$ cat src/logic/cache_geom_pkg.sv
`default_nettype none

package cache_geom_pkg;

	// data path widths
	localparam int WORD_BITS = 32;
	localparam int ADDR_BITS = 32;

	// byte lanes per word
	localparam int LANES = WORD_BITS / 8;

	// one data word
	typedef logic [WORD_BITS-1:0] word_t;

	// byte address as seen by the core and by memory
	typedef logic [ADDR_BITS-1:0] addr_t;

	// one write enable per byte lane
	typedef logic [LANES-1:0] lane_mask_t;

endpackage

`default_nettype wire

$ cat src/logic/cache_ops_pkg.sv
`default_nettype none

package cache_ops_pkg;

	// load kinds, signed and unsigned narrow loads
	typedef enum logic [2:0] {
		LOAD_BS = 3'd0,
		LOAD_HS = 3'd1,
		LOAD_W  = 3'd2,
		LOAD_BU = 3'd3,
		LOAD_HU = 3'd4
	} load_op_e;

	// store kinds
	typedef enum logic [1:0] {
		STORE_B = 2'd0,
		STORE_H = 2'd1,
		STORE_W = 2'd2
	} store_op_e;

	// one core request, 69 bits
	typedef struct packed {
		cache_geom_pkg::addr_t addr;
		cache_geom_pkg::word_t data;
		load_op_e load_op;
		store_op_e store_op;
	} core_req_t;

endpackage

`default_nettype wire

$ cat src/logic/lane_align.sv
`timescale 1ns/1ps
`default_nettype none

module lane_align (
	input  cache_ops_pkg::core_req_t   cur_req,
	input  logic                       cur_wen,
	input  cache_geom_pkg::word_t      rd_word,
	output cache_geom_pkg::lane_mask_t store_we,
	output cache_geom_pkg::word_t      store_data,
	output cache_geom_pkg::word_t      load_data
);
	import cache_geom_pkg::*;
	import cache_ops_pkg::*;

	logic [1:0] byte_sel;
	lane_mask_t lane_mask;
	word_t shifted;

	assign byte_sel = cur_req.addr[1:0];

	// narrow stores are copied into every lane, the mask picks the target
	always_comb begin
		case (cur_req.store_op)
			STORE_B: begin
				store_data = {LANES{cur_req.data[7:0]}};
				lane_mask = 4'b0001 << byte_sel;
			end
			STORE_H: begin
				store_data = {2{cur_req.data[15:0]}};
				lane_mask = 4'b0011 << {byte_sel[1], 1'b0};
			end
			default: begin
				store_data = cur_req.data;
				lane_mask = '1;
			end
		endcase
		store_we = cur_wen ? lane_mask : '0;
	end

	// addressed byte or halfword moved down to bit 0
	assign shifted = rd_word >> {byte_sel, 3'b000};

	always_comb begin
		case (cur_req.load_op)
			LOAD_BS: load_data = {{24{shifted[7]}}, shifted[7:0]};
			LOAD_HS: load_data = {{16{shifted[15]}}, shifted[15:0]};
			LOAD_BU: load_data = {24'h0, shifted[7:0]};
			LOAD_HU: load_data = {16'h0, shifted[15:0]};
			default: load_data = rd_word;
		endcase
	end

endmodule

`default_nettype wire

$ cat config.mk
export PLATFORM = sky130hd
export DESIGN_NAME = lane_align
export DESIGN_NICKNAME = d
export VERILOG_FILES = /design/src/logic/cache_geom_pkg.sv /design/src/logic/cache_ops_pkg.sv /design/src/logic/lane_align.sv
export SDC_FILE = /design/constraint.sdc
export NUM_CORES = 1
export LEC_CHECK = 0
export BUFFER_PORTS_ARGS = -buffer_cell sky130_fd_sc_hd__buf_4
export CAP_MARGIN = 10
export CORE_AREA = 2 2 66 68
export DETAILED_ROUTE_END_ITERATION = 16
export DIE_AREA = 0 0 68 70
export GPL_TIMING_DRIVEN = 0
export PLACE_DENSITY = 0.9
export SKIP_LAST_GASP = 1
export SYNTH_ARGS = -nofsm -noshare
export SYNTH_HDL_FRONTEND = slang
export SYNTH_SLANG_ARGS = --single-unit
$ cat constraint.sdc
create_clock -name vclk -period 1.3
set_input_delay 0 -clock vclk [all_inputs]
set_output_delay 0 -clock vclk [all_outputs]
set_load 0.005 [all_outputs]
# Yosys cells after proc, flatten, opt, wreduce, memory -nomap -nowiden
# Index checks and enable logic that the tools add are counted.
totals:
  out_inout_bits: 68
  elab_cells: 13
  reg_bits: 0
  in_bits: 102
op_classes:
  n_mux: 4
  eq_ne: 4
  n_reduce_logical: 2
  shifts: 3
ops:
  columns: ["operator", "n"]
  rows:
  - ["$pmux W32 S4", 1]
  - ["$pmux W32 S2", 1]
  - ["$shr A32 B5 Y16", 1]
  - ["$pmux W4 S2", 1]
  - ["$mux W4", 1]
  - ["$shl A1 B2 Y4 const A", 1]
  - ["$shl A2 B2 Y4 const A", 1]
  - ["$eq A3 B1 Y1 const B", 1]
  - ["$eq A3 B2 Y1 const B", 1]
  - ["$eq A3 B3 Y1 const B", 1]
  - ["$logic_not A3 Y1", 1]
  - ["$eq A2 B1 Y1 const B", 1]
  - ["$logic_not A2 Y1", 1]

# Depth between registers and ports, before layout
# Gate-level depths: netlist of run 1.
logic_depth:
  depth_word: 3
  depth_mapped: 6
  mapped_depth_nobuf: 4

# Worst setup path before layout of run 1
# OpenSTA, ideal clock, no wires.
synth_path:
  kind: "input port to output port"
  startpoint: "input port cur_req[37] (netlist bit)"
  endpoint: "output port load_data[20]"
  path_slack_ns: 0.196
  arrival_ns: 1.104
  required_ns: 1.300
  stages: 5
  n_path_buf: 2
  cell_sequence: "buf_6 -> mux4_2 -> o211ai_4 -> buf_6 -> nand2_1"
synth_between:
  elab_chain_len: 2
synth_rtl:
  columns: ["item", "line_no", "rtl"]
  rows:
  - ["from (decl)", "lane_align.sv:5", "input cache_ops_pkg::core_req_t cur_req,"]
  - ["$shr A32 B5 Y16", "lane_align.sv:41", "assign shifted = rd_word >> {byte_sel, 3'b000};"]
  - ["$pmux W32 S4", "lane_align.sv:44", "case (cur_req.load_op)"]
  - ["to (decl)", "lane_align.sv:10", "output cache_geom_pkg::word_t load_data"]
# No other way between the ends.

# Worst setup path after layout of run 1
layout_path:
  startpoint: "input port cur_req[37] (netlist bit)"
  endpoint: "output port load_data[23]"
# Same word-level chain as after synthesis.

==> impl_metrics.ini, run 1 <==
[status]
status = finished, final reports clean

[sta]
postLayoutSetupSlackWorst_ps = 21.1
setup-tns-final_ps = 0
setup_viol = 0
post-route-period-util = 0.984
rsz0062_at_grt = yes
max_freq_ghz = 0.782
hold_viol = 0
min_period_ps = 1280
slew_viol_final = 0
worstMarginPinSlew_ps = 409
worst_slew_margin_rel = 0.726

[detailed_routing]
vias_per_cell = 5.28
dr.pass1.iters = 4
routedWlPerCell_um = 14.9
vias = 2089
drc = 0
drt_wl_total_um = 5910
ant_nets = 0
drt_iter0_drc = 95

[placed_design]
io_buffer_count = 139
hpwl_um = 4800
gp_congestion = 0.765
pre_cts_ws_ps = -93.5

[power_and_ir_drop]
total_power_mw = 0.985
total_leakage_power_nw = 1.32
pwr_density_cell_mw_per_mm2 = 395
vdd_drop_max_v = 0.000175

[worst_setup_path]
crit_fanout = 10
cp.arrival_ps = 1280
endpoint_kind = output pin
path_class = input pin to output pin
start_kind = input pin
cp.required_ps = 1300

[layout]
seq_cells = 0
layout-drive-gt1-share = 0.564
areaGrowthSynthToFinish_pct = 88.7
final_util = 0.601
seq_area_um2 = 0
diodes = 0
clkbuf_count = 0
fin_nets = 448

[worst_hold_path]
hp-class = input pin to output pin

[synth]
netlist.area_leader.share = 0.196
yosysTopAreaCell = mux2_2
yosysWarningCount = 0
yosys.cell_types.count = 30
syn_inst = 202
synthTopCellsByArea = mux2_2 (20%), nand2_1 (12%), mux2i_1 (12%)
synth_area_mm2 = 0.00132
synth.net_count = 304
avgSynthCellArea_um2 = 6.53
synthMostInstantiatedCell = nand2_1
ys_seq_area_frac = 0
synth.top_cells.by_count = nand2_1 (43), o21ai_0 (26), mux2_2 (23)

[clock_tree]
hold_buffers = 0

[global_route]
grt_pass1_wl_um = 9240
grt_pass1_vias = 2083
overflow = 0
grt_max_degree = 11
antenna_found_initial = 0
track_usage = 0.239

[die]
rows = 24
die_w_um = 68
die-area_mm2 = 0.00476
dieHeight_um = 70
core_mm2 = 0.00414
io-pin-count = 170
start_util = 0.319

[flow_run]
cap_violations = 0
==> layout make-up <==
type	instances	area, µm²
Multi-Input combinational cell	176	1190
Fill cell	395	1650
Inverter	1	3.75
Timing Repair Buffer	143	1070
Buffer	24	155
Tap cell	52	65.1
==> report_power, final <==
part	total (mW)	internal, mW	leakage, nW	switching, mW
sequential	0	0	0	0
clock	0	0	0	0
combinational	0.985	0.569	1.32	0.416
==> routing by layer <==
| metal | up-vias | wire length (µm) | global-route usage |
|---|---|---|---|
| li1 | 1009 | - | - |
| met4 | 0 | 102 | 0.0422 |
| met3 | 10 | 543 | 0.0290 |
| met1 | 950 | 2160 | 0.267 |
| met5 | - | 0 | 0 |
| met2 | 120 | 3100 | 0.464 |
==> cell families after synthesis <==
family,after synthesis,share of synthesized area
AND/OR/NAND/NOR,78,0.274
AO/OA/AOI/OAI,58,0.278
multiplexers,40,0.335
buffers and inverters,26,0.114
==> cell usage in the layout (no fill, tap or decap), types with 2 or more instances in the layout <==
cell type,instances
a21oi_1,2
a22oi_1,7
a31oi_1,7
buf_2,7
buf_4,151
buf_6,3
clkbuf_1,3
clkbuf_2,3
mux2_2,23
mux2i_1,16
nand2_1,43
nand3_1,8
nand3b_1,2
nor2_1,5
nor2b_1,11
o21a_1,2
o21ai_0,26
o21ai_1,5
o2bb2ai_1,7
==> final timing paths <==
path | startpoint | endpoint | cells after the start
setup / recovery | cur_req[37] | load_data[23] | 6
hold / removal | cur_req[12] | store_data[7] | 3
==> repair_timing <==
item                                    CTS  global route
resized for setup                         7             7
pin swaps                                 1             1
endpoints found under the setup margin   28            31
setup buffers                             2             2
==> critical path, stage by stage <==
cell and delay [ps]:
buf_6 100, mux4_2 550, o211ai_4 240, buf_6 180, nand2_1 70, buf_4 140
==> through the flow <==
stage	hold WS [ps]	cells	area (µm²)
finish	277	396	2490
global route	292	396	2490
CTS	278	394	2460
detailed placement	278	393	2430
global placement	277	393	2430
floorplan	80.8	202	1320
No activity file was read; power rests on OpenSTA's default activity.
==> run 2: changes to the inputs <==
==> constraint.sdc (replaced) <==
create_clock -name vclk -period 1.5
set_input_delay 0 -clock vclk [all_inputs]
set_output_delay 0 -clock vclk [all_outputs]
set_load 0.005 [all_outputs]
==> run 2 against run 1 <==
Hold slack is essentially flat. Non-clock buffer count shrank 3. Utilization shrank 1.4 points. Combinational power shrank 15%. Routed wire length shrank 1.2%.
==> impl_metrics.ini, run 2 (synthesis gave the netlist of run 1 again) <==
[detailed_routing]
routedWlPerCell_um = 14.8
drt_wl_total_um = 5840
dr.pass1.iters = 4
vias = 2078
drc = 0
ant_nets = 0
vias_per_cell = 5.29
drt_iter0_drc = 99

[layout]
clkbuf_count = 0
layout_commonest_cell = buf_4
final_cell_mix = buf_4 (147), nand2_1 (43), o21ai_0 (26)
fin_nets = 445
multi_input_area_mm2 = 0.00117
stdcell_area_mm2 = 0.00243
areaGrowthSynthToFinish_pct = 84.2
layout-drive-gt1-share = 0.540
diodes = 0
fillCellCount = 402
stdcell_count = 393
seq_area_um2 = 0
seq_cells = 0

[power_and_ir_drop]
pwr-share-comb = 1.000
p_sw_mw = 0.355
total_leakage_power_nw = 1.28
seqPwrFrac = 0
switching_share = 0.425
power.internal_mw = 0.481
p_clk_frac = 0
pwr_density_cell_mw_per_mm2 = 344
vdd_drop_max_v = 0.000151

[sta]
hold_viol = 0
worstMarginPinSlew_ps = 796
rsz0062_at_grt = no
postLayoutSetupSlackWorst_ps = 108
post-route-period-util = 0.928
setup_viol = 0
setup-tns-final_ps = 0
max_freq_ghz = 0.719
worst_slew_margin_rel = 0.468
slew_viol_final = 0
min_period_ps = 1390

[die]
start_util = 0.319
rows = 24
dieHeight_um = 70
core_mm2 = 0.00414
die-area_mm2 = 0.00476
die_w_um = 68
io-pin-count = 170

[worst_hold_path]
hp-class = input pin to output pin
hp-start = cur_req[12]

[worst_setup_path]
cp.arrival_ps = 1390
endpoint_kind = output pin
crit_fanout = 10
startpoint = cur_req[38]
path_class = input pin to output pin
start_kind = input pin
cp.required_ps = 1500

[global_route]
grt_pass1_wl_um = 9200
grt_pass1_vias = 2061
antenna_found_initial = 0
grt_max_degree = 11
overflow = 0
track_usage = 0.238

[placed_design]
dp_cells = 393
gp_congestion = 0.765
pre_cts_ws_ps = 106
io_buffer_count = 139
placed_area_mm2 = 0.00243
hpwl_um = 4800

[status]
status = finished, final reports clean

[flow_run]
cap_violations = 0

[clock_tree]
hold_buffers = 0
## run 2: changes by cell type in the layout (fill, tap and decap cells not counted), sizes merged
cell,delta
buf,-5
clkbuf,+2
## run 2: power by group through the flow
stage | Combinational [mW] | Clock (mW) | Sequential, mW
finish | 0.837 | 0 | 0
global route | 0.909 | 0 | 0
CTS | 0.837 | 0 | 0
detailed placement | 0.835 | 0 | 0
global placement | 0.819 | 0 | 0
floorplan | 0.350 | 0 | 0
## run 2: cell type report
| type | instances | area share |
|---|---|---|
| Tap cell | 52 | 0.0268 |
| Multi-Input combinational cell | 176 | 0.481 |
| Buffer | 25 | 0.0612 |
| Inverter | 1 | 0.00154 |
| Timing Repair Buffer | 139 | 0.429 |
## run 2: worst paths after layout
kind,cells after the start,endpoint
max,8,load_data[23]
min,3,store_data[7]
## run 2: what timing repair did
action	in CTS	in global routing
resized for setup	0	3
setup buffers	0	0
endpoints found under the setup margin	0	3
## run 2: routing by layer
| layer | up-vias | share of wire | track usage |
|---|---|---|---|
| met2 | 109 | 0.53 | 0.467 |
| met1 | 954 | 0.37 | 0.264 |
| met4 | 0 | 0.017 | 0.0400 |
| met5 | - | 0 | 0 |
| met3 | 10 | 0.084 | 0.0274 |
| li1 | 1005 | - | - |
## run 2: critical path, cell delays in order
cell and delay [ps]:
buf_4 110, buf_1 400, nand3b_1 160, o211ai_1 170, o211ai_4 180, buf_6 190
nand2_1 70, buf_4 110
## run 2: metrics by stage
stage               hold WS (ps)  power, mW   util
detailed placement           278      0.835  0.586
finish                       277      0.837  0.587
floorplan                   80.8      0.350      -
global placement             277      0.819  0.586
CTS                          278      0.837  0.586
global route                 292      0.909  0.587
==> run 3: changes to the inputs <==
--- a/config.mk
+++ b/config.mk
@@ -7,11 +7,14 @@
 export LEC_CHECK = 0
 export BUFFER_PORTS_ARGS = -buffer_cell sky130_fd_sc_hd__buf_4
 export CAP_MARGIN = 10
-export CORE_AREA = 2 2 66 68
+export CELL_PAD_IN_SITES_DETAIL_PLACEMENT = 2
+export CELL_PAD_IN_SITES_GLOBAL_PLACEMENT = 2
+export CORE_MARGIN = 2
+export CORE_UTILIZATION = 15
 export DETAILED_ROUTE_END_ITERATION = 16
-export DIE_AREA = 0 0 68 70
+export GPL_ROUTABILITY_DRIVEN = 0
 export GPL_TIMING_DRIVEN = 0
-export PLACE_DENSITY = 0.9
+export PLACE_DENSITY = 0.95
 export SKIP_LAST_GASP = 1
 export SYNTH_ARGS = -nofsm -noshare
 export SYNTH_HDL_FRONTEND = slang
==> run 3 against run 2 <==
Setup slack got worse by 23 ps. Via count rose by 0.43%. Critical endpoint is now load_data[5]. Global-route usage fell by 8.1 points. Die area rose by 100%. First-iteration DRC count fell by 86%. Hold slack improved by 3.4 ps. Largest power group unchanged. Final cell count rose by 14%.
==> impl_metrics.ini, run 3 (synthesis gave the netlist of run 1 again) <==
[global_route]
track_usage = 0.157
grt_pass1_vias = 2392
antenna_found_initial = 0
grt_pass1_wl_um = 12400
overflow = 0
grt_max_degree = 11

[layout]
layout-drive-gt1-share = 0.551
clkbuf_count = 0
diodes = 0
seq_cells = 0
seq_area_um2 = 0
final_cell_mix = buf_4 (147), nand2_1 (43), o21ai_0 (26)
final_util = 0.291
fin_nets = 445
fillCellCount = 1051
layout_commonest_cell = buf_4
areaGrowthSynthToFinish_pct = 90.4

[power_and_ir_drop]
pwr-share-comb = 1.000
total_leakage_power_nw = 1.29
p_clk_frac = 0
p_sw_mw = 0.386
seqPwrFrac = 0
power.internal_mw = 0.484
vdd_drop_max_v = 0.0000951
pwr_density_cell_mw_per_mm2 = 346
total_power_mw = 0.870
switching_share = 0.444

[worst_hold_path]
min_path_cells = 3
hp-class = input pin to output pin
hp-start = cur_req[9]
hold_end = store_data[4]

[worst_setup_path]
endpoint_kind = output pin
cp.required_ps = 1500
start_kind = input pin
path_class = input pin to output pin
cp.arrival_ps = 1410
crit_fanout = 10

[detailed_routing]
ant_nets = 0
routedWlPerCell_um = 17.5
vias_per_cell = 4.65
dr.pass1.iters = 4
drt_wl_total_um = 7850
vias = 2087
drt_iter0_drc = 14
drc = 0

[sta]
whs_ps = 281
slew_viol_final = 0
max_freq_ghz = 0.707
setup-tns-final_ps = 0
setup_viol = 0
post-route-period-util = 0.943
hold_viol = 0
rsz0062_at_grt = yes
worstMarginPinSlew_ps = 767
min_period_ps = 1410
worst_slew_margin_rel = 0.487

[placed_design]
hpwl_um = 6690
io_buffer_count = 139

[clock_tree]
cts_resized = 3
post_cts_buffers = 0
hold_buffers = 0

[die]
dieHeight_um = 97.8
io-pin-count = 170
start_util = 0.153
core_mm2 = 0.00864
rows = 34
die_w_um = 97.8
die-area_mm2 = 0.00957

[flow_run]
cap_violations = 0

[status]
status = finished, final reports clean
[run 3: final cells by class]
| class | count | area, µm² | share of cell area |
|---|---|---|---|
| Timing Repair Buffer | 139 | 1040 | 0.415 |
| Buffer | 25 | 153 | 0.0607 |
| Tap cell | 108 | 135 | 0.0538 |
| Multi-Input combinational cell | 176 | 1180 | 0.469 |
| Inverter | 1 | 3.75 | 0.00149 |
[run 3: power groups by stage]
stage               clock (mW)  sequential (mW)  combinational [mW]
floorplan                    0                0               0.350
global placement             0                0               0.845
detailed placement           0                0               0.877
CTS                          0                0               0.881
global route                 0                0               0.952
finish                       0                0               0.870
[run 3: critical path, cell delays in order]
cell and delay (ps):
buf_4 140, and2_1 160, or2_1 220, clkbuf_1 180, buf_2 250, a22oi_1 220, o21ai_1 100, buf_4 140
[run 3: routing by layer]
metal	vias up	wire [µm]	global-route usage
met5	-	0	0
met1	962	3020	0.181
met4	0	34	0.00641
met3	4	719	0.0372
met2	121	4080	0.308
li1	1000	-	-
[run 3: worst max-delay path by stage]
stage	endpoint	start
floorplan	load_data[20]	cur_req[37]
global placement	load_data[13]	cur_req[38]
detailed placement	load_data[13]	cur_req[38]
CTS	load_data[1]	cur_req[37]
global route	load_data[5]	cur_req[2]
finish	load_data[5]	cur_req[2]
[run 3: stage by stage]
stage / cell area (µm²) / setup slack, ps / cells
2_1_floorplan: 1320 / 396 / 202
3_5_place_dp: 2500 / -97.4 / 449
4_1_cts: 2500 / 33.3 / 449
3_3_place_gp: 2500 / -61.4 / 449
5_1_grt: 2510 / -34.9 / 449
6_report: 2510 / 85.6 / 449
