==> src/logic/cache_geom_pkg.sv <==
`default_nettype none

package cache_geom_pkg;

	// data path widths
	localparam int WORD_BITS = 32;
	localparam int ADDR_BITS = 32;

	// byte lanes per word
	localparam int LANES = WORD_BITS / 8;

	// one data word
	typedef logic [WORD_BITS-1:0] word_t;

	// byte address as seen by the core and by memory
	typedef logic [ADDR_BITS-1:0] addr_t;

	// one write enable per byte lane
	typedef logic [LANES-1:0] lane_mask_t;

endpackage

`default_nettype wire

==> src/logic/tag_store.sv <==
`timescale 1ns/1ps
`default_nettype none

module tag_store #(
	parameter int INDEX_BITS = 4,
	parameter int WORDS_LOG2 = 4,
	localparam int TAG_BITS = cache_geom_pkg::ADDR_BITS - INDEX_BITS - WORDS_LOG2 - 2
) (
	input  logic                  clk,
	input  logic                  rst,
	input  logic [INDEX_BITS-1:0] lookup_index,
	input  logic [TAG_BITS-1:0]   lookup_tag,
	input  logic                  tag_touch,
	input  logic                  tag_fill,
	input  logic                  tag_dirty,
	output logic                  hit,
	output logic                  hit_way,
	output logic                  victim_way,
	output logic                  victim_dirty,
	output logic [TAG_BITS-1:0]   victim_tag
);
	localparam int SETS = 1 << INDEX_BITS;

	logic [TAG_BITS-1:0] tags [2][SETS];
	logic [1:0] valid [SETS];
	logic [1:0] dirty [SETS];
	// lru[s] names the way used least recently in set s
	logic [SETS-1:0] lru;
	logic [1:0] way_hit;

	always_comb begin
		for (int w = 0; w < 2; w++) begin
			way_hit[w] = valid[lookup_index][w] && (tags[w][lookup_index] == lookup_tag);
		end
	end

	assign hit = |way_hit;
	assign hit_way = way_hit[1];

	// empty way first, otherwise the lru way
	always_comb begin
		if (!valid[lookup_index][0]) begin
			victim_way = 1'b0;
		end else if (!valid[lookup_index][1]) begin
			victim_way = 1'b1;
		end else begin
			victim_way = lru[lookup_index];
		end
	end

	assign victim_dirty = dirty[lookup_index][victim_way];
	assign victim_tag = tags[victim_way][lookup_index];

	always_ff @(posedge clk) begin
		if (tag_fill) begin
			tags[victim_way][lookup_index] <= lookup_tag;
		end
	end

	always_ff @(posedge clk) begin
		if (rst) begin
			for (int s = 0; s < SETS; s++) begin
				valid[s] <= '0;
				dirty[s] <= '0;
			end
			lru <= '0;
		end else begin
			if (tag_touch) begin
				lru[lookup_index] <= ~hit_way;
			end
			if (tag_dirty) begin
				dirty[lookup_index][hit_way] <= 1'b1;
			end
			// new line comes in clean
			if (tag_fill) begin
				valid[lookup_index][victim_way] <= 1'b1;
				dirty[lookup_index][victim_way] <= 1'b0;
			end
		end
	end

endmodule

`default_nettype wire

==> config.mk <==
export PLATFORM = sky130hd
export DESIGN_NAME = tag_store
export DESIGN_NICKNAME = d
export VERILOG_FILES = /design/src/logic/cache_geom_pkg.sv /design/src/logic/tag_store.sv
export SDC_FILE = /design/constraint.sdc
export NUM_CORES = 1
export LEC_CHECK = 0
export BUFFER_PORTS_ARGS = -buffer_cell sky130_fd_sc_hd__buf_2
export CORE_ASPECT_RATIO = 0.9
export CORE_MARGIN = 2
export CORE_UTILIZATION = 57
export CTS_CLUSTER_DIAMETER = 200
export DETAILED_ROUTE_END_ITERATION = 8
export PLACE_DENSITY = 0.74
export SYNTH_ARGS = -nofsm -noshare
export SYNTH_HDL_FRONTEND = slang
export SYNTH_SLANG_ARGS = --single-unit
export TNS_END_PERCENT = 50
==> constraint.sdc <==
create_clock -name clk -period 4.4 [get_ports clk]
set_input_delay 0.88 -clock clk [delete_from_list [all_inputs] [get_ports clk]]
set_output_delay 0.88 -clock clk [all_outputs]
set_load 0.05 [all_outputs]
* Word level (Yosys, flattened, before mapping) *
Memory sizes are Yosys's and may differ from the RTL's.
Cells that the tools add are included.

storage, ports and cells
  bits in registers = 16
  bits in latches = 0
  bits in writable memories = 768
  ROM bits = 0
  input bits = 31
  output and inout port bits = 26
  logic and storage cells = 68
  memories = 3

operators by class
  $add $sub $neg = 0
  multiply operators = 0
  divide/modulo/power cells = 0
  magnitude comparators = 8
  equality and inequality tests = 2
  shift operators = 0
  muxes and demuxes = 41
  bitwise gates (word level) = 4
  reductions and logical operators = 9

memory list
  name   depth  bits a word  rd ports  clocked after Yosys merged registers in  wr ports  RTL line         RTL
  tags   2      352          3         0                                        1         tag_store.sv:24  logic [TAG_BITS-1:0] tags [2][SETS];
  dirty  16     2            1         0                                        16        tag_store.sv:26  logic [1:0] dirty [SETS];
  valid  16     2            1         0                                        16        tag_store.sv:25  logic [1:0] valid [SETS];

operators by type and width
  kind                                                  number
  two-way mux 352 bit                                   1
  binary-select mux 22 bit (select 4 bit)               3
  two-way mux 22 bit                                    7
  demux 22 bit (select 4 bit)                           1
  == test 22 bit                                        2
  bitwise mux 16 bit                                    1
  two-way mux 1 bit                                     16
  two-way mux 2 bit                                     6
  two-way mux 4 bit                                     2
  logical AND 1 bit                                     6
  OR reduction 2 bit                                    3
  >= comparator 5 bit (second input constant)           1
  < comparator 4 x 5 -> 1 bit (second input constant)   1
  < comparator 5 x 1 -> 1 bit (second input constant)   1
  inverter 4 -> 5 bit                                   1
  binary-select mux 1 bit (select 4 bit)                1
  demux 1 bit (select 4 bit)                            1
  >= comparator 4 x 1 -> 1 bit (second input constant)  1
  < comparator 1 x 2 -> 1 bit (second input constant)   2
  demux 1 bit (select 1 bit)                            2
  >= comparator 1 bit (second input constant)           2
  bitwise OR 1 bit                                      2
  inverter 1 bit                                        1

* Logic depth before layout (Yosys ltp) *
Gate-level depths: netlist of the first run.

  word-level depth = 14
  mapped depth = 16
  depth with buffers taken out = 9

* Worst setup path after synthesis of the first run *
OpenSTA, ideal clock, no wires.

  kind = input -> output
  start = in lookup_index[0]
  end = out hit
  data arrival time = 4.293 ns
  required time = 3.520 ns
  setup slack = -0.773 ns
  stages = 13
  buffers on the path = 7
  path through = buf_6 -> buf_12 -> buf_12 -> buf_4 -> buf_4 -> buf_4 -> buf_2 -> mux4_2 -> mux4_2 -> xnor2_1 -> nor4_1 -> nand4_1 -> o21ai_1

between the ends
  word-level cells in the longest chain between the ends = 7
  elaborated cells between the ends (all ways) = 13
  classes of those cells = eq/ne (2); mux (6); bitwise (1); reduce/logical (3); memory (1)

ends and longest elaborated chain
  what                                                    RTL line         RTL
  start, declared                                         tag_store.sv:11  input logic [INDEX_BITS-1:0] lookup_index,
  inverter 4 -> 5 bit (implied by the code)               tag_store.sv:33  way_hit[w] = valid[lookup_index][w] && (tags[w][lookup_index] == lookup_tag);
  binary-select mux 22 bit (select 4 bit)                 tag_store.sv:33
  two-way mux 22 bit (implied by the code) (2 in series)  tag_store.sv:33
  == test 22 bit                                          tag_store.sv:33
  logical AND 1 bit                                       tag_store.sv:33
  OR reduction 2 bit *                                    tag_store.sv:37  assign hit = |way_hit;
  end, declared                                           tag_store.sv:16  output logic hit,

Mark *: on every way between the ends. The rest lies on a longest branch, timed or not. The select of a mux whose other input is x is not followed.

* Worst setup path after layout of the first run *
  start = in lookup_index[1]
  end = out hit

The elaborated chain is that of the path after synthesis.

==> impl_metrics.env, run 1 <==
export IMPL_port_buffer_count=56
export IMPL_finish_cell_count_without_fillers=3186
export IMPL_dr_total_vias=22900
export IMPL_netlist_instances=1985
export IMPL_cts_tree="yes"
export IMPL_global_route_overflow_total=0
export IMPL_cts_root_buffer="sky130_fd_sc_hd__clkbuf_16"
export IMPL_worst_ep_required_time_ps=3520
export IMPL_dp_cells=3026
export IMPL_cpPeakStageDelay_ps=490
export IMPL_cts_hold_buffers_added=0
export IMPL_ir_drop_v=0.000309
export IMPL_final_setup_violation_count=23
export IMPL_yosysWarningCount=0
export IMPL_proportion_of_layout_cells_with_a_drive_suffix_above_1_pct=38.0
export IMPL_netlist_area_leader_share_pct=62.9
export IMPL_maxSlewViolCount=0
export IMPL_core_area_um2=61100
export IMPL_ioPinCount=57
export IMPL_diodes=0
export IMPL_synth_top_family_by_area="multiplexers"
export IMPL_syn_area_per_cell_um2=17.7
export IMPL_global_route_usage_total_pct=35.3
export IMPL_cp_slowest_cell="sky130_fd_sc_hd__mux4_2"
export IMPL_multi_input_area_um2=11800
export IMPL_die_area_um2=63600
export IMPL_yosys_area_share_xor_xnor_pct=0.919
export IMPL_hold_depth=2
export IMPL_synth_compound_gate_area_share_pct=5.18
export IMPL_worst_clock_skew_ps=26.8
export IMPL_synth_area_leaders="sky130_fd_sc_hd__edfxtp_1, sky130_fd_sc_hd__mux4_2, sky130_fd_sc_hd__mux2i_1, sky130_fd_sc_hd__dfxtp_1, sky130_fd_sc_hd__nor2_1"
export IMPL_power_density_nw_per_um2=387
export IMPL_clk_path_buf_depth=3
export IMPL_worst_setup_path_type="in2out"
export IMPL_yosys_most_used_dff="sky130_fd_sc_hd__edfxtp_1"
export IMPL_cp_top_family="buffers and inverters"
export IMPL_hold_path_class="reg2reg"
export IMPL_htree_levels=3
export IMPL_cp_arrival_ps=3770
export IMPL_mapped_area_um2=35100
export IMPL_timing_worst_slew_pin_value_ps=1250
export IMPL_r2r_slack_ps=950
export IMPL_post_synth_top_area_cell="sky130_fd_sc_hd__edfxtp_1"
export IMPL_number_of_cts_inserted_buffers=79
export IMPL_max_cap_viol_count=0
export IMPL_max_clock_freq_mhz=215
export IMPL_grt_max_degree=43
export IMPL_ant_nets=0
export IMPL_post_synth_num_cell_types=73
export IMPL_setup_worst_path_end_class="output port"
export IMPL_synth_edf_count=736
export IMPL_antenna_found_initial=1
export IMPL_cell_leakage_power_uw=0.0146
export IMPL_result_of_the_run="finished, violations left"
export IMPL_clkSlewWorstSetupHoldPaths_ps=50
export IMPL_violated_checks="negative setup slack"
export IMPL_floorplan_initialDensity_pct=57.5
export IMPL_maxSlewHeadroom_pct=16.3
export IMPL_area_growth_synth_to_final_pct=20.8
export IMPL_place_detailed_hpwl_um=72600
export IMPL_insertion_delay_ps=650
export IMPL_r2r_end="dirty[11][0]$_SDFFCE_PN0P_"
export IMPL_finalHoldViolations=0
export IMPL_detail_route_iter0_violations=3666
export IMPL_worstRegToRegCells=10
export IMPL_worst_path_buf_inv=5
export IMPL_finalNetCount=2365
export IMPL_ff_latch_area_um2=23100
export IMPL_remaining_drc_errors=0
export IMPL_rsz_0062_raised_after_global_routing="yes"
export IMPL_routedWlPerCell_um=34.6
export IMPL_final_hold_worst_slack_ps=472
export IMPL_synthSimpleGateAreaFrac_pct=4.55
export IMPL_asyncSetResetFlopFracSynth_pct=0
export IMPL_setup_worst_path_start_class="primary input"
export IMPL_detail_route_vias_per_cell=7.17
export IMPL_mappedNetlistNets=2016
export IMPL_min_period_over_period_pct=106
export IMPL_post_route_worst_setup_slack_ps=-249
export IMPL_dpl_worst_slack_ps=-502
export IMPL_wire_length_of_the_first_global_routing_pass_um=158000
export IMPL_yosys_mux_area_fraction_pct=21.3
export IMPL_drt_pass1_iter_count=8
export IMPL_critical_path_peak_fanout=10
export IMPL_tritoncts_num_sinks=784
export IMPL_via_count_of_the_first_global_routing_pass=22400
export IMPL_rows=86
export IMPL_timing_rr_start="valid[1][1]$_DFF_P_"
export IMPL_drt_wl_total_um=110000
export IMPL_dieHeight_um=239
export IMPL_final_period_minus_worst_setup_slack_ps=4650
export IMPL_yosysSeqAreaShare_pct=65.7
export IMPL_synth_ff_latch_count=784
export IMPL_hold_crit_start="valid[3][1]$_DFF_P_"
export IMPL_crit_chain="buf_16, buf_12, buf_4, buf_4, mux2i_1, mux4_2, xnor2_1, a2111oi_1, a31oi_1, and4bb_2, nand4_4, o21ai_4, buf_12"
export IMPL_die_width_um=266
export IMPL_synthAdderAreaFrac_pct=0
export IMPL_holdPathEnd="valid[3][1]$_DFF_P_"
export IMPL_routabilityCongestion=0.998
export IMPL_final_fill_count=3828
==> cells in the final DEF (no fill, tap or decap), types with 10 or more instances in the layout <==
cell	instances
sky130_fd_sc_hd__buf_12	60
sky130_fd_sc_hd__inv_1	20
sky130_fd_sc_hd__a21oi_1	35
sky130_fd_sc_hd__edfxtp_1	736
sky130_fd_sc_hd__o21ai_0	18
sky130_fd_sc_hd__nor3_1	30
sky130_fd_sc_hd__o22ai_1	30
sky130_fd_sc_hd__nand2_1	83
sky130_fd_sc_hd__nor4_1	11
sky130_fd_sc_hd__mux4_2	247
sky130_fd_sc_hd__buf_6	33
sky130_fd_sc_hd__a221oi_2	10
sky130_fd_sc_hd__clkinv_1	15
sky130_fd_sc_hd__buf_4	270
sky130_fd_sc_hd__mux2_2	21
sky130_fd_sc_hd__mux2i_1	119
sky130_fd_sc_hd__clkbuf_1	12
sky130_fd_sc_hd__nor2_1	115
sky130_fd_sc_hd__o31ai_1	16
sky130_fd_sc_hd__nor2_4	34
sky130_fd_sc_hd__clkinv_2	19
sky130_fd_sc_hd__xnor2_1	25
sky130_fd_sc_hd__mux4_1	12
sky130_fd_sc_hd__buf_2	30
sky130_fd_sc_hd__a311o_1	16
sky130_fd_sc_hd__clkbuf_16	81
sky130_fd_sc_hd__a311oi_1	17
sky130_fd_sc_hd__a22oi_1	12
sky130_fd_sc_hd__dfxtp_1	48
==> layout make-up <==
cell class              count  area share, %
clock buffers              93           4.89
repair buffers            405           9.47
well taps                 792           2.34
inverters                  23          0.221
flip-flops and latches    784           54.4
multi-input cells        1041           27.9
clock inverters            48          0.794
==> state kept, by name (all words and copies together), names as in the netlist <==
register  flops
tags        704
lru          16
dirty        32
valid        32
==> worst reg2reg max path, stage by stage, from the launching register on <==
cell                       delay, ps
sky130_fd_sc_hd__dfxtp_1         320
sky130_fd_sc_hd__mux4_2          450
sky130_fd_sc_hd__a22o_1          280
sky130_fd_sc_hd__a221oi_4        280
sky130_fd_sc_hd__o21ai_4         110
sky130_fd_sc_hd__buf_12          160
sky130_fd_sc_hd__buf_4           150
sky130_fd_sc_hd__nand2_1          60
sky130_fd_sc_hd__buf_4           430
sky130_fd_sc_hd__nand3b_1        680
sky130_fd_sc_hd__nor3_1          360
==> worst max-delay path by stage <==
stage / slack [ps] / from / end / depth (start not counted)
2_1_floorplan: -190 / lookup_index[3] / hit / 11
3_3_place_gp: -510 / lookup_index[0] / hit / 10
3_5_place_dp: -500 / lookup_index[0] / hit / 10
4_1_cts: -210 / lookup_index[0] / victim_tag[10] / 14
5_1_grt: -280 / lookup_index[1] / hit / 12
6_report: -250 / lookup_index[1] / hit / 13
==> what timing repair did <==
action                     CTS  global route
buffers inserted            13             5
pin swaps                   16            20
cloned                       5             0
setup endpoints to repair   24            24
resized for setup          115            55
==> power breakdown <==
part           internal (uW)  switching (uW)
combinational            723            1020
sequential              8210            20.7
clock                   3550            2870
==> metal layers <==
layer  share of wire [%]  up-vias  wire, um  GRT usage (%)
li1                    -     8948         -              -
met1                  37    11700     40800           50.1
met2                  45     1919     50000           52.8
met3                  13      283     14800           9.42
met4                 4.2        2      4610           14.3
met5               0.012        -        13              0
==> cells in the mapped netlist (all sizes together), types with 6 or more instances <==
cell / count
a221oi: 14
a22oi: 12
nand2b: 6
a311oi: 18
a31oi: 7
xnor2: 27
nand2: 94
inv: 23
nor2: 151
and2: 9
a21oi: 37
xor2: 9
clkbuf: 48
o22ai: 33
buf: 89
edfxtp: 736
mux2: 21
nand3: 6
dfxtp: 48
a311o: 16
a211oi: 11
mux2i: 133
nor2b: 6
nor3: 31
o21ai: 29
nor4: 20
a221o: 6
o221ai: 6
o31ai: 17
mux4: 259
==> metrics by stage <==
step           power, uW  utilization, %  setup TNS [ps]  cell area [um^2]
3_3_place_gp        9930            63.9           -7520             39100
2_1_floorplan       9290               -           -1090             35400
5_1_grt            16800            69.4           -4870             42400
4_1_cts            16400            69.1           -3440             42200
3_5_place_dp        9960            63.9          -10670             39100
6_report           16400            69.4           -3450             42400
==> logic make-up (layout without fill, tap and decap cells) <==
| family | after synthesis | after routing |
|---|---|---|
| flip-flops | 784 | 784 |
| buffers and inverters | 160 | 569 |
| AO/OA/AOI/OAI | 248 | 248 |
| AND/OR/NAND/NOR | 344 | 344 |
| multiplexers | 413 | 413 |
| XOR/XNOR | 36 | 36 |
(Power assumes the default switching activity.)
==> inputs of run 2 (changes only) <==
--- a/config.mk
+++ b/config.mk
@@ -7,11 +7,11 @@
 export LEC_CHECK = 0
 export BUFFER_PORTS_ARGS = -buffer_cell sky130_fd_sc_hd__buf_2
 export CORE_ASPECT_RATIO = 0.9
-export CORE_MARGIN = 2
 export CORE_UTILIZATION = 57
 export CTS_CLUSTER_DIAMETER = 200
 export DETAILED_ROUTE_END_ITERATION = 8
 export PLACE_DENSITY = 0.74
+export SLEW_MARGIN = 40
 export SYNTH_ARGS = -nofsm -noshare
 export SYNTH_HDL_FRONTEND = slang
 export SYNTH_SLANG_ARGS = --single-unit
==> run 2 against run 1 <==
The flow still finishes with violations (negative setup slack). Worst hold slack got worse by 3.8 ps. Via count fell by 1.0%. Cell count rose by 0.25%. Maximum frequency rose by 1.5%. Design area rose by 1.1%. Combinational power barely moved. Sequential power barely moved.
==> impl_metrics.env, run 2 (synthesis results as in run 1) <==
export IMPL_result_of_the_run="finished, violations left"
export IMPL_violated_checks="negative setup slack"
export IMPL_dieHeight_um=237
export IMPL_tritoncts_num_sinks=784
export IMPL_ir_drop_v=0.000355
export IMPL_via_count_of_the_first_global_routing_pass=22400
export IMPL_power_density_nw_per_um2=390
export IMPL_global_route_overflow_total=0
export IMPL_maxSlewHeadroom_pct=35.8
export IMPL_cpPeakStageDelay_ps=630
export IMPL_proportion_of_layout_cells_with_a_drive_suffix_above_1_pct=38.6
export IMPL_area_growth_synth_to_final_pct=22.1
export IMPL_worst_setup_path_type="in2out"
export IMPL_port_buffer_count=56
export IMPL_dr_total_vias=22600
export IMPL_routabilityCongestion=1.01
export IMPL_finalNetCount=2378
export IMPL_detail_route_iter0_violations=3571
export IMPL_cts_hold_buffers_added=0
export IMPL_routedWlPerCell_um=34.4
export IMPL_largestRegisters="tags: 704 flops, dirty: 32 flops, valid: 32 flops"
export IMPL_cell_leakage_power_uw=0.0148
export IMPL_final_period_minus_worst_setup_slack_ps=4580
export IMPL_die_area_um2=62600
export IMPL_setup_worst_path_start_class="primary input"
export IMPL_clkSlewWorstSetupHoldPaths_ps=60
export IMPL_maxSlewViolCount=0
export IMPL_final_hold_worst_slack_ps=468
export IMPL_min_period_over_period_pct=104
export IMPL_dp_cells=3014
export IMPL_post_route_worst_setup_slack_ps=-182
export IMPL_wire_length_of_the_first_global_routing_pass_um=157000
export IMPL_detail_route_vias_per_cell=7.08
export IMPL_crit_chain="buf_16, buf_12, buf_4, mux4_1, a221oi_1, buf_4, a31oi_1, a21o_1, a2111oi_4, nand4_4, o21ai_4, buf_12"
export IMPL_htree_levels=3
export IMPL_cp_top_family="compound AO/OA/AOI/OAI gates"
export IMPL_cts_root_buffer="sky130_fd_sc_hd__clkbuf_16"
export IMPL_floorplan_initialDensity_pct=58.2
export IMPL_global_route_usage_total_pct=35.6
export IMPL_critical_path_peak_fanout=8
export IMPL_grt_max_degree=60
export IMPL_drt_pass1_iter_count=5
export IMPL_rows=85
export IMPL_final_setup_violation_count=22
export IMPL_final_cell_mix="sky130_fd_sc_hd__edfxtp_1, sky130_fd_sc_hd__buf_4, sky130_fd_sc_hd__mux4_2"
export IMPL_cp_slowest_cell="sky130_fd_sc_hd__mux4_1"
export IMPL_die_width_um=264
export IMPL_worst_path_buf_inv=5
export IMPL_clk_path_buf_depth=3
export IMPL_worst_ep_required_time_ps=3520
export IMPL_max_cap_viol_count=0
export IMPL_dpl_worst_slack_ps=-407
export IMPL_ant_nets=0
export IMPL_finalHoldViolations=0
export IMPL_core_area_um2=60300
export IMPL_remaining_drc_errors=0
export IMPL_insertion_delay_ps=650
export IMPL_setup_worst_path_end_class="output port"
export IMPL_fin_util_pct=71.1
export IMPL_max_flop_register="tags"
export IMPL_number_of_cts_inserted_buffers=80
export IMPL_antenna_found_initial=6
export IMPL_rsz_0062_raised_after_global_routing="yes"
export IMPL_cts_tree="yes"
export IMPL_timing_worst_slew_pin_value_ps=962
export IMPL_max_clock_freq_mhz=218
export IMPL_leading_cell_type_in_the_layout_fill_and_taps_excluded="sky130_fd_sc_hd__edfxtp_1"
export IMPL_totalPowerFinal_uw=16700
export IMPL_number_of_flip_flops_in_the_largest_register=704
export IMPL_hold_path_class="reg2reg"
export IMPL_finish_cell_count_without_fillers=3194
export IMPL_drt_wl_total_um=110000
export IMPL_ioPinCount=57
export IMPL_cp_arrival_ps=3700
export IMPL_worst_clock_skew_ps=34.0
export IMPL_place_detailed_hpwl_um=71900
run 2: cell types whose count changed in the layout (fill, tap and decap cells not counted), sizes merged, moves of 2 or more:
cell    previous run  this run
clkinv            34        29
inv               29        24
buf              403       412
bufinv             3         6
diode              0         2
clkbuf            93       104
run 2: final cells by class:
type                    instances  area (um^2)
repair buffers                417         4370
well taps                     783          980
multi-input cells            1041        11800
inverters                      23         91.3
fillers                      3692        17400
clock inverters                42          372
clock buffers                 102         2170
diodes                          2         5.00
flip-flops and latches        784        23100
run 2: stage by stage:
| stage | instance area (um^2) | TNS, ps |
|---|---|---|
| finish | 42900 | -2530 |
| floorplan | 35400 | -1090 |
| global route | 42900 | -3870 |
| CTS | 42600 | -2480 |
| detailed placement | 39200 | -6600 |
| global placement | 39200 | -5770 |
run 2: final timing paths:
check	start	end	slack, ps	cells after the start
worst max-delay path	lookup_index[0]	hit	-180	12
worst min register to register	valid[6][1]$_DFF_P_	valid[6][1]$_DFF_P_	470	2
worst min-delay path	valid[6][1]$_DFF_P_	valid[6][1]$_DFF_P_	470	2
worst max register to register	tags[1][25]$_DFFE_PP_	dirty[5][0]$_SDFFCE_PN0P_	1070	11
run 2: what timing repair did:
action / CTS / global route
pin swaps: 19 / 19
buffers inserted: 21 / 6
gates cloned: 7 / 2
endpoints found under the setup margin: 24 / 24
resized for setup: 118 / 56
run 2: worst min-delay path, stage by stage, from the launching register on:
cell and delay (ps):
sky130_fd_sc_hd__dfxtp_1 320, sky130_fd_sc_hd__nor2_1 50, sky130_fd_sc_hd__nor2_1 70
run 2: metal layers:
layer  track usage [%]  vias to the layer above  wire (um)
li1                  -                     8956          -
met1              50.6                    11600      41300
met2              54.4                     1774      50300
met3              7.13                      306      12900
met4              15.3                        8       5070
met5                 0                        -         58
run 2: report_power, final:
| part | total, uW | internal, uW | switching [uW] |
|---|---|---|---|
| clock | 6720 | 3840 | 2880 |
| combinational | 1770 | 747 | 1030 |
| sequential | 8230 | 8210 | 20.9 |
| total | 16700 | 12800 | 3920 |
